`src/logic/tap_settings.svh`:
```
//----------------------------------------------------------------------
// sizing constants for the stream tap, shared by the package and RTL
// include this wherever lane count or word layout is needed
//----------------------------------------------------------------------
`ifndef TAP_SETTINGS_SVH
`define TAP_SETTINGS_SVH

// number of condition-mirror lanes chained on the main stream
`define TAP_NUM_LANES 4

// width of one stream word
`define TAP_WORD_W 32

// the tag lives in the top byte of each word
`define TAP_TAG_H 31
`define TAP_TAG_L 24

`endif

```
`src/logic/tap_pkg.sv`:
```
//----------------------------------------------------------------------
// types shared by the stream tap RTL and its testbench
// import with a wildcard in the module header
//----------------------------------------------------------------------
`include "tap_settings.svh"

package tap_pkg;

    typedef logic [`TAP_WORD_W-1:0]              word_t;      // one stream word
    typedef logic [`TAP_TAG_H-`TAP_TAG_L:0]      tag_t;       // tag byte of a word
    typedef logic [$clog2(`TAP_NUM_LANES)-1:0]   lane_idx_t;  // lane number

    // record on the merged mirror output, lane index sits above the word
    typedef struct packed {
        lane_idx_t lane;
        word_t     word;
    } mirror_rec_t;

    // pull the tag field out of a word
    function automatic tag_t tag_of(input word_t w);
        return w[`TAP_TAG_H:`TAP_TAG_L];
    endfunction

endpackage

```
`src/logic/stream_if.sv`:
```
//----------------------------------------------------------------------
// valid/ready stream bundle used between the tap's internal blocks
// the payload type is a parameter so words and mirror records share it
//----------------------------------------------------------------------
`timescale 1ns/1ps

interface stream_if import tap_pkg::*; #(
    parameter type T = word_t               // payload carried per beat
) (
    input logic clock,
    input logic rst_n
);

    logic valid;                            // source has a beat on data
    logic ready;                            // sink takes the beat this edge
    T     data;

    // the producing side of a link
    modport source (
        input  clock,
        input  rst_n,
        input  ready,
        output valid,
        output data
    );

    // the consuming side of a link
    modport sink (
        input  clock,
        input  rst_n,
        output ready,
        input  valid,
        input  data
    );

endinterface

```
`src/logic/pipe_stage.sv`:
```
//----------------------------------------------------------------------
// two-entry skid slice with a registered ready toward the source
// used for ingress and for every internal stage of the lanes
//----------------------------------------------------------------------
`timescale 1ns/1ps

module pipe_stage import tap_pkg::*; #(
    parameter type T = word_t
) (
    input  logic     clock,
    input  logic     rst_n,
    stream_if.sink   up,
    stream_if.source dn
);

    logic out_valid_r;      // output register holds a beat
    T     out_data_r;
    logic skid_valid_r;     // second entry holds a beat caught while dn stalled
    T     skid_data_r;
    logic ready_r;          // registered ready, low during reset
    logic up_fire;
    logic out_free;         // output register can be loaded this edge
    logic skid_valid_nxt;

    assign up_fire  = up.valid && ready_r;
    assign out_free = !out_valid_r || dn.ready;

    // the skid entry fills only when a beat arrives while the output is stuck
    always_comb begin
        if (skid_valid_r) begin
            skid_valid_nxt = !out_free;
        end else begin
            skid_valid_nxt = up_fire && !out_free;
        end
    end

    always_ff @(posedge clock) begin
        if (!rst_n) begin
            out_valid_r  <= 1'b0;
            skid_valid_r <= 1'b0;
            ready_r      <= 1'b0;   // comes up one cycle after reset release
        end else begin
            if (out_free) begin
                out_valid_r <= skid_valid_r || up_fire;
            end
            skid_valid_r <= skid_valid_nxt;
            ready_r      <= !skid_valid_nxt;    // accept again once the skid is empty
        end
    end

    // payload path, the skid entry drains before any new beat
    always_ff @(posedge clock) begin
        if (out_free) begin
            out_data_r <= skid_valid_r ? skid_data_r : up.data;
        end
        if (up_fire && !out_free) begin
            skid_data_r <= up.data;
        end
    end

    assign up.ready = ready_r;
    assign dn.valid = out_valid_r;
    assign dn.data  = out_data_r;

endmodule

```
`src/logic/condition_mirror.sv`:
```
//----------------------------------------------------------------------
// one tap lane: words whose tag equals key are copied to the mirror port
// every word continues downstream, a match waits for mirror space
//----------------------------------------------------------------------
`timescale 1ns/1ps

module condition_mirror import tap_pkg::*; (
    input  logic     clock,
    input  logic     rst_n,
    input  tag_t     key,       // static while the tap is idle
    stream_if.sink   up,
    stream_if.source dn,
    stream_if.source mir        // copy of each matching word
);

    stream_if #(.T(word_t)) in_post  (.clock(clock), .rst_n(rst_n));   // after input stage
    stream_if #(.T(word_t)) out_pre  (.clock(clock), .rst_n(rst_n));   // into main output stage
    stream_if #(.T(word_t)) mir_pre  (.clock(clock), .rst_n(rst_n));   // into mirror stage

    logic match;        // tag of the waiting word equals this lane's key
    logic gate_open;    // the waiting word may leave the input stage

    // ------------------------------------------------------------------
    // input stage
    // ------------------------------------------------------------------
    pipe_stage #(.T(word_t)) in_stage_i (
        .clock (clock),
        .rst_n (rst_n),
        .up    (up),
        .dn    (in_post)
    );

    // ------------------------------------------------------------------
    // gate
    // ------------------------------------------------------------------
    assign match = (tag_of(in_post.data) == key);

    // a mismatch only needs the main stage, a match needs both stages
    // so the word and its copy leave together
    assign gate_open = out_pre.ready && (!match || mir_pre.ready);

    assign in_post.ready = gate_open;

    assign out_pre.valid = in_post.valid && (!match || mir_pre.ready);
    assign out_pre.data  = in_post.data;

    assign mir_pre.valid = in_post.valid && match && out_pre.ready;
    assign mir_pre.data  = in_post.data;   // the full word goes to the mirror

    // ------------------------------------------------------------------
    // output stages
    // ------------------------------------------------------------------
    pipe_stage #(.T(word_t)) out_stage_i (
        .clock (clock),
        .rst_n (rst_n),
        .up    (out_pre),
        .dn    (dn)
    );

    // a full mirror stage drops mir_pre.ready and so holds matching words
    pipe_stage #(.T(word_t)) mir_stage_i (
        .clock (clock),
        .rst_n (rst_n),
        .up    (mir_pre),
        .dn    (mir)
    );

endmodule

```
`src/logic/mirror_merge.sv`:
```
//----------------------------------------------------------------------
// round-robin merge of the lane mirror streams into one record stream
// each record carries the index of the lane that produced it
//----------------------------------------------------------------------
`timescale 1ns/1ps

`include "tap_settings.svh"

module mirror_merge import tap_pkg::*; (
    input  logic     clock,
    input  logic     rst_n,
    stream_if.sink   lanes [`TAP_NUM_LANES],
    stream_if.source mir                        // carries mirror_rec_t
);

    localparam int NL = `TAP_NUM_LANES;

    stream_if #(.T(mirror_rec_t)) rec_pre (.clock(clock), .rst_n(rst_n));

    logic [NL-1:0] lane_valid;
    word_t         lane_data [NL];
    lane_idx_t     ptr_r;           // lane with top priority next
    lane_idx_t     rr_idx;          // first valid lane at or after ptr_r
    logic          rr_found;
    logic          lock_r;          // an offered grant is waiting for ready
    lane_idx_t     lock_idx_r;
    lane_idx_t     sel_idx;
    logic          rec_fire;

    // flatten the interface array so lanes can be picked by a variable index
    for (genvar g = 0; g < NL; g++) begin : g_lane
        assign lane_valid[g] = lanes[g].valid;
        assign lane_data[g]  = lanes[g].data;
        assign lanes[g].ready = rec_fire && (sel_idx == lane_idx_t'(g));
    end

    // search from the pointer, wrapping around the lanes
    always_comb begin : rr_search
        lane_idx_t cand;
        rr_found = 1'b0;
        rr_idx   = ptr_r;
        cand     = ptr_r;
        for (int k = 0; k < NL; k++) begin
            cand = lane_idx_t'((int'(ptr_r) + k) % NL);
            if (!rr_found && lane_valid[cand]) begin
                rr_found = 1'b1;
                rr_idx   = cand;
            end
        end
    end

    // a stalled offer keeps its lane so the record stays stable
    assign sel_idx       = lock_r ? lock_idx_r : rr_idx;
    assign rec_pre.valid = lock_r || rr_found;
    assign rec_pre.data  = '{lane: sel_idx, word: lane_data[sel_idx]};
    assign rec_fire      = rec_pre.valid && rec_pre.ready;

    always_ff @(posedge clock) begin
        if (!rst_n) begin
            ptr_r      <= '0;
            lock_r     <= 1'b0;
            lock_idx_r <= '0;
        end else if (rec_fire) begin
            ptr_r  <= lane_idx_t'((int'(sel_idx) + 1) % NL);    // winner drops to last
            lock_r <= 1'b0;
        end else if (rec_pre.valid) begin
            lock_r     <= 1'b1;
            lock_idx_r <= sel_idx;
        end
    end

    // registered output toward the mir_ ports
    pipe_stage #(.T(mirror_rec_t)) out_stage_i (
        .clock (clock),
        .rst_n (rst_n),
        .up    (rec_pre),
        .dn    (mir)
    );

endmodule

```
`src/logic/stream_tap_top.sv`:
```
//----------------------------------------------------------------------
// stream tap top level with plain ports
// ingress stage, a chain of condition-mirror lanes and the mirror merge
// keys on tap_keys may change only while no words are in flight
//----------------------------------------------------------------------
`timescale 1ns/1ps

`include "tap_settings.svh"

module stream_tap_top import tap_pkg::*; (
    input  logic                                      clock,
    input  logic                                      rst_n,
    input  logic [`TAP_NUM_LANES*$bits(tag_t)-1:0]    tap_keys,   // lane k key at byte k

    input  logic                                      in_valid,
    output logic                                      in_ready,
    input  word_t                                     in_data,

    output logic                                      out_valid,
    input  logic                                      out_ready,
    output word_t                                     out_data,

    output logic                                      mir_valid,
    input  logic                                      mir_ready,
    output lane_idx_t                                 mir_lane,
    output word_t                                     mir_data
);

    localparam int NL = `TAP_NUM_LANES;
    localparam int TW = $bits(tag_t);

    // ------------------------------------------------------------------
    // internal links
    // ------------------------------------------------------------------
    stream_if #(.T(word_t))       in_if             (.clock(clock), .rst_n(rst_n));
    stream_if #(.T(word_t))       chain   [NL+1]    (.clock(clock), .rst_n(rst_n));  // lane k sits between k and k+1
    stream_if #(.T(word_t))       lane_mir [NL]     (.clock(clock), .rst_n(rst_n));
    stream_if #(.T(mirror_rec_t)) mir_if            (.clock(clock), .rst_n(rst_n));

    assign in_if.valid = in_valid;
    assign in_if.data  = in_data;
    assign in_ready    = in_if.ready;

    // ------------------------------------------------------------------
    // ingress
    // ------------------------------------------------------------------
    pipe_stage #(.T(word_t)) ingress_i (
        .clock (clock),
        .rst_n (rst_n),
        .up    (in_if),
        .dn    (chain[0])
    );

    // ------------------------------------------------------------------
    // lane chain, two cycles per lane on the main path
    // ------------------------------------------------------------------
    for (genvar k = 0; k < NL; k++) begin : g_lanes
        condition_mirror lane_i (
            .clock (clock),
            .rst_n (rst_n),
            .key   (tap_keys[k*TW +: TW]),
            .up    (chain[k]),
            .dn    (chain[k+1]),
            .mir   (lane_mir[k])
        );
    end

    // last lane drives the main output
    assign out_valid       = chain[NL].valid;
    assign out_data        = chain[NL].data;
    assign chain[NL].ready = out_ready;

    // ------------------------------------------------------------------
    // mirror drain
    // ------------------------------------------------------------------
    mirror_merge merge_i (
        .clock (clock),
        .rst_n (rst_n),
        .lanes (lane_mir),
        .mir   (mir_if)
    );

    assign mir_valid    = mir_if.valid;
    assign mir_lane     = mir_if.data.lane;   // split the record back into ports
    assign mir_data     = mir_if.data.word;
    assign mir_if.ready = mir_ready;

endmodule

```
`config.mk`:
```
export PLATFORM = sky130hd
export DESIGN_NAME = stream_tap_top
export DESIGN_NICKNAME = d
export VERILOG_FILES = /design/src/logic/tap_pkg.sv /design/src/logic/stream_if.sv /design/src/logic/pipe_stage.sv /design/src/logic/condition_mirror.sv /design/src/logic/mirror_merge.sv /design/src/logic/stream_tap_top.sv
export VERILOG_INCLUDE_DIRS = /design/src /design/src/logic
export SDC_FILE = /design/constraint.sdc
export NUM_CORES = 1
export LEC_CHECK = 0
export BUFFER_PORTS_ARGS = -buffer_cell sky130_fd_sc_hd__buf_2
export CAP_MARGIN = 20
export CORE_MARGIN = 8
export CORE_UTILIZATION = 40
export DETAILED_ROUTE_END_ITERATION = 8
export SYNTH_ARGS = -nofsm -noshare
export SYNTH_HDL_FRONTEND = slang
export SYNTH_HIERARCHICAL = 1
export SYNTH_SLANG_ARGS = --single-unit
```
`constraint.sdc`:
```
create_clock -name clock -period 4.5 [get_ports clock]
set_input_delay 0 -clock clock [delete_from_list [all_inputs] [get_ports clock]]
set_output_delay 0 -clock clock [all_outputs]
set_load 0.005 [all_outputs]
```
After elaboration in Yosys (flattened, before gate mapping)
Index checks and enable logic that the tools add are counted.
W data, S select, Z words.
{"block": "classes", "add_sub_neg": 4, "n_mul": 0, "n_div": 0, "magnitude_cmp": 5, "eq_ne": 7, "shift": 0, "mux": 47, "bitwise": 3, "reduce_logical": 136}
{"op": "$mux W32", "n": 15}
{"op": "$bmux W32 S2", "n": 1}
{"op": "$logic_and A1 B1 Y1", "n": 51}
{"op": "$logic_not A1 Y1", "n": 49}
{"op": "$mux W34", "n": 1}
{"op": "$logic_or A1 B1 Y1", "n": 33}
{"op": "$eq A8 B8 Y1", "n": 4}
{"op": "$mux W1", "n": 22}
{"op": "$lt A2 B3 Y1 const B", "n": 4}
{"op": "$bmux W1 S2", "n": 4}
{"op": "$mux W2", "n": 4}
{"op": "$add A2 B1 Y2 const B", "n": 2}
{"op": "$add A2 B2 Y2 const B", "n": 2}
{"op": "$eq A2 B2 Y1 const B", "n": 2}
{"op": "$ge A3 B3 Y1 const B", "n": 1}
{"op": "$not A2 Y3", "n": 1}
{"op": "$eq A2 B1 Y1 const B", "n": 1}
{"op": "$logic_not A2 Y1", "n": 1}
{"op": "$not A1 Y1", "n": 2}
{"op": "$reduce_and A2 Y1", "n": 1}
{"op": "$reduce_or A2 Y1", "n": 1}
{"block": "totals", "regBits": 947, "latch_bits": 0, "mem_bits_rw": 0, "romBits": 0, "input_bits": 69, "out_inout_bits": 69, "wordCells": 277, "mem_count": 0}

Longest topological paths before layout
{"block": "logic_depth", "word_depth": 20, "mapped_depth": 10, "depth_no_buf": 8}

By module
Netlist, hierarchy kept.
{"module": "pipe_stage at g_lanes[0].lane_i.in_stage_i ...", "n_inst": 13, "cells_each": 110, "area_per_inst_um2": 2580.0, "seq_area_each_um2": 1981.9}
{"module": "pipe_stage at merge_i.out_stage_i", "n_inst": 1, "cells_each": 116, "area_per_inst_um2": 2722.6, "seq_area_each_um2": 2102.0}
{"module": "mirror_merge", "n_inst": 1, "cells_each": 157, "area_per_inst_um2": 1450.1, "seq_area_each_um2": 100.1}
{"module": "condition_mirror", "n_inst": 4, "cells_each": 16, "area_per_inst_um2": 115.1, "seq_area_each_um2": 0.0}

Worst setup path after synthesis
OpenSTA, ideal clock, no wires.
{"block": "synth_timing", "path_type": "reg-to-reg", "from": "register merge_i.ptr_r[0]", "to": "register g_lanes[1].lane_i/mir_stage_i/skid_data_r[0] (netlist bit), enable pin", "setup_time_ns": 0.421, "arrival_ns": 3.866, "t_required_ns": 4.079, "setup_slack_ns": 0.213, "path_stages_with_launch": 9, "path_buffers": 2, "period_less_slack_ns": 4.287, "cell_sequence": "dfxtp_1 > nor3b_1 > or3_1 > a32oi_1 > buf_4 > buf_2 > nor3_1 > nand2b_1 > nor2_1"}
{"block": "synth_via", "elab_chain_cells": 18, "word_cells_on_any_way": 32, "classes_between": "add/sub: 3; eq/ne: 1; mux: 16; reduce/logical: 12"}
{"element": "start, declared", "line_no": "mirror_merge.sv:22", "text": "lane_idx_t ptr_r;"}
{"element": "start signal, assigned", "line_no": "mirror_merge.sv:64", "text": "ptr_r <= lane_idx_t'((int'(sel_idx) + 1) % NL);"}
{"element": "branches (longest 14 deep; another with $add A2 B1 Y2)"}
{"element": "$logic_and A1 B1 Y1 *", "line_no": "mirror_merge.sv:34", "text": "assign lanes[g].ready = rec_fire && (sel_idx == lane_idx_t'(g));"}
{"element": "net lane_mir[1].ready", "line_no": "stream_if.sv:15", "text": "logic ready;"}
{"element": "$logic_or A1 B1 Y1 *", "line_no": "pipe_stage.sv:26", "text": "assign out_free = !out_valid_r || dn.ready;"}
{"element": "net g_lanes[1].lane_i.mir_stage_i.out_free", "line_no": "pipe_stage.sv:22", "text": "logic out_free;"}
{"element": "$logic_not A1 Y1 *", "line_no": "pipe_stage.sv:56", "text": "if (up_fire && !out_free) begin"}
{"element": "$logic_and A1 B1 Y1 *", "line_no": "pipe_stage.sv:56"}
{"element": "end signal, assigned", "line_no": "pipe_stage.sv:57", "text": "skid_data_r <= up.data;"}
{"element": "end, declared", "line_no": "pipe_stage.sv:19", "text": "T skid_data_r;"}
Mark *: on every way through the listed nets, which the timed path passes. The select of a mux whose other input is x is not followed.
A chain may end at the register's enable or synchronous reset.

==> run summary <==
Antenna-violating nets left - 0
Worst endpoint data arrival time - 3.56 ns
Max_slew headroom - 0.258
Worst setup SP type - register
Max-cap violations - 0
RSZ-0062 raised after global routing - false
F_max - 314 MHz
Top-Level Pins - 138
Area after DPL - 0.0396 mm^2
Die width - 325 um
Compound-gate portion of the synthesized area - 0.0148
Worst Hold Class - input pin to register
Via density - 4.71
Post-Synth Simple-Gate Area - 0.0156
Synth cell types - 42
Max Slew Vio Count - 0
Final nets - 2074
Main combinational cell family by area after synthesis - multiplexers
HPWL after detailed placement - 45500 um
Initial antenna violation count - 0
Inserted Diodes - 0
Initial Utilization - 0.403
Dominant synthesized flop cell - edfxtp_1
Final wirelength - 64400 um
Post-synth ARST share - 0
GRT Residual Overflow - 0
Gpl congestion - 0.827
Fin area - 0.0433 mm^2
Clock tree sinks - 947
FF-to-FF Start - merge_i/ptr_r[0]
Peak VDD IR - 0.294 mV
R2r setup slk - 1.32 ns
H-Tree Depth - 3
Warnings, synthesis - 6
Clk_lat worst skew - 0.64 ns
Total die area - 0.106 mm^2
EDFF count, synth - 900
Die Y - 325 um
Post-synthesis register bit count - 947
Post-Syn Nets - 1836
Vias in the first global route - 16402
Top fanout value on the critical path - 40
FF-to-FF End - merge_i/out_stage_i/dn.data[7]
Area of the core - 0.0947 mm^2
Mux share of post-synthesis cell area - 0.199
DR vias - 15786
Hold Path Cell Cnt - 2
Final period utilization - 0.707
Iteration-0 DRC Markers - 1052
Utilization after layout - 0.457
Detailed Routing Iterations Pass 1 - 7
Adder-cell area share of the yosys netlist - 0
Syn_area_per_cell - 21.6 um^2
Clock skew - 0.0196 ns
Synth Area in XOR/XNOR - 0.00757
Root buf cell - clkbuf_16
Tmin final - 3.18 ns
Final setup viols - 0
Crit path capture type - register
CTS tree - done
Routed wire per std cell - 19.2 um
Hold path start - in_data[31]
Syn Inst Count - 1767
LEAKAGE - 0.0154 uW
Share of post-route cells with drive strength above 1 - 0.398
Worst Path Required - 4.88 ns
Final hold viol count - 0
GR Util All Layers - 0.119
TritonCTS buffer count - 97
Area growth syn-to-layout - 13.4%
PD cells - 442 mW/mm^2
Maximum clock insertion buffer count - 3
Pin slew with the least headroom to its limit - 1.11 ns
Post-Syn Area - 0.0382 mm^2
# rows - 113
Hold Path Sink - ingress_i/skid_data_r[31]
Drt drc - 0
Post-CTS Setup Inserts - 0
First-pass GRT wire length - 99900 um
Largest net degree at the start of global routing - 41
IO Port Bufs - 137
Register area share after synthesis - 0.733
Status - completed
Clock slew at the register clock pins of the worst setup and hold paths - 0.05 ns
Pwr Total - 19100 uW
R2R depth - 9
Setup TNS Final - 0 ns
WS Path Type - register to register
[Yosys cell counts, types with 4 or more instances]
cell type | number | area (um^2)
a21boi_0 | 14 | 105
a21oi_4 | 14 | 228
a31oi_1 | 8 | 50.1
and4_1 | 4 | 35.0
buf_12 | 44 | 881
buf_4 | 6 | 45.0
buf_6 | 14 | 158
dfxtp_1 | 47 | 941
edfxtp_1 | 900 | 27000
inv_1 | 15 | 56.3
mux2_2 | 44 | 495
mux2_4 | 406 | 6100
mux2i_1 | 97 | 971
nand2_1 | 16 | 60.1
nand2b_1 | 17 | 106
nor2_1 | 22 | 82.6
nor3b_2 | 14 | 175
nor4_1 | 8 | 50.1
o21a_1 | 15 | 113
xor2_1 | 32 | 280
[layout by cell type, fill, tap and decap left out, types with 3 or more instances in the layout]
cell type      instances
nor3_1                 3
nor2_2                13
mux2i_1               97
clkinv_2              23
dlygate4sd3_1         34
dfxtp_2               14
nand2b_2               3
clkinv_8               3
nand2b_1              14
nand2_1               16
buf_4                 28
nor3b_2               14
bufinv_16             12
edfxtp_1             900
nor2_1                 8
o21a_1                15
xor2_1                32
clkinv_1              17
nor4_1                 8
buf_12                 6
buf_2                137
a21oi_4               14
mux2_2                44
and4_1                 4
mux2_4               406
dfxtp_1               33
inv_1                 15
clkbuf_16             98
clkbuf_1              18
clkbuf_8               3
a31oi_1                8
nor2b_1                3
a21boi_0              14
[stage by stage]
step / cells / setup slack, ns / hold WS (ns)
final: 3349 / 1.32 / 0.0988
after global routing: 3349 / 1.10 / 0.0729
after CTS: 3343 / 1.31 / 0.0525
after detailed placement: 3131 / 1.31 / 0.197
after global placement: 3131 / 1.46 / 0.199
after floorplan: 1767 / 0.213 / 0.0989
[layout make-up]
cell class | count | area (um^2)
fillers | 7989 | 51400
flip-flops and latches | 947 | 28000
multi-input cells | 737 | 9100
clock buffers | 119 | 2560
well taps | 1265 | 1580
repair buffers | 206 | 1370
clock inverters | 59 | 633
inverters | 16 | 62.6
[how the worst max path moves through the flow]
stage,from,end,slack (ns)
after floorplan,merge_i/ptr_r[0],g_lanes[1].lane_i/mir_stage_i/skid_data_r[0],0.21
after global placement,merge_i/ptr_r[1],g_lanes[2].lane_i/mir_stage_i/skid_data_r[15],1.46
after detailed placement,merge_i/ptr_r[0],merge_i/out_stage_i/dn.data[10],1.31
after CTS,merge_i/ptr_r[0],merge_i/out_stage_i/dn.data[10],1.31
after global routing,merge_i/ptr_r[0],g_lanes[2].lane_i/mir_stage_i/skid_data_r[11],1.10
final,merge_i/ptr_r[0],merge_i/out_stage_i/dn.data[7],1.32
[critical path, stage by stage (launching register included)]
cell	delay [ns]
dfxtp_1	0.44
nor2b_1	0.12
o21ai_2	0.22
nand4b_1	0.13
a31o_2	0.31
inv_4	0.37
buf_4	0.62
mux2i_1	0.28
mux2i_1	0.13
mux2_4	0.29
[power breakdown]
group | internal (uW) | switching, uW | total (uW)
sequential | 10100 | 322 | 10400
combinational | 524 | 222 | 746
clock | 4740 | 3210 | 7950
[logic make-up after synthesis]
family	after synthesis
muxes	548
AOI/OAI and AO/OA	61
and+or+nand+nor	95
xor gates and xnor gates	33
DFF	947
buffers and inverters	83
[flip-flops by register name (all words and copies together), names as in the netlist, 32 cells and up]
name / count
g_lanes.lane_i/in_stage_i/dn.data: 128
g_lanes.lane_i/out_stage_i/dn.data: 128
g_lanes.lane_i/mir_stage_i/dn.data: 128
g_lanes.lane_i/mir_stage_i/skid_data_r: 128
merge_i/out_stage_i/dn.data: 34
ingress_i/skid_data_r: 32
g_lanes.lane_i/out_stage_i/skid_data_r: 128
merge_i/out_stage_i/skid_data_r: 34
g_lanes.lane_i/in_stage_i/skid_data_r: 128
ingress_i/dn.data: 32
[what timing repair did]
item / in CTS / in global routing
gates resized for setup: 0 / 0
hold endpoints to repair: 87 / 0
hold buffers: 34 / 0
[per-layer routing]
metal  vias up  GRT usage  wire [um]
met4         0     0.0378       1590
met5         -          0          0
met1      7949      0.168      31000
met2       311      0.185      29300
li1       7418          -          -
met3       108     0.0228       2520
Note: power is estimated with default switching activity, not from simulation.
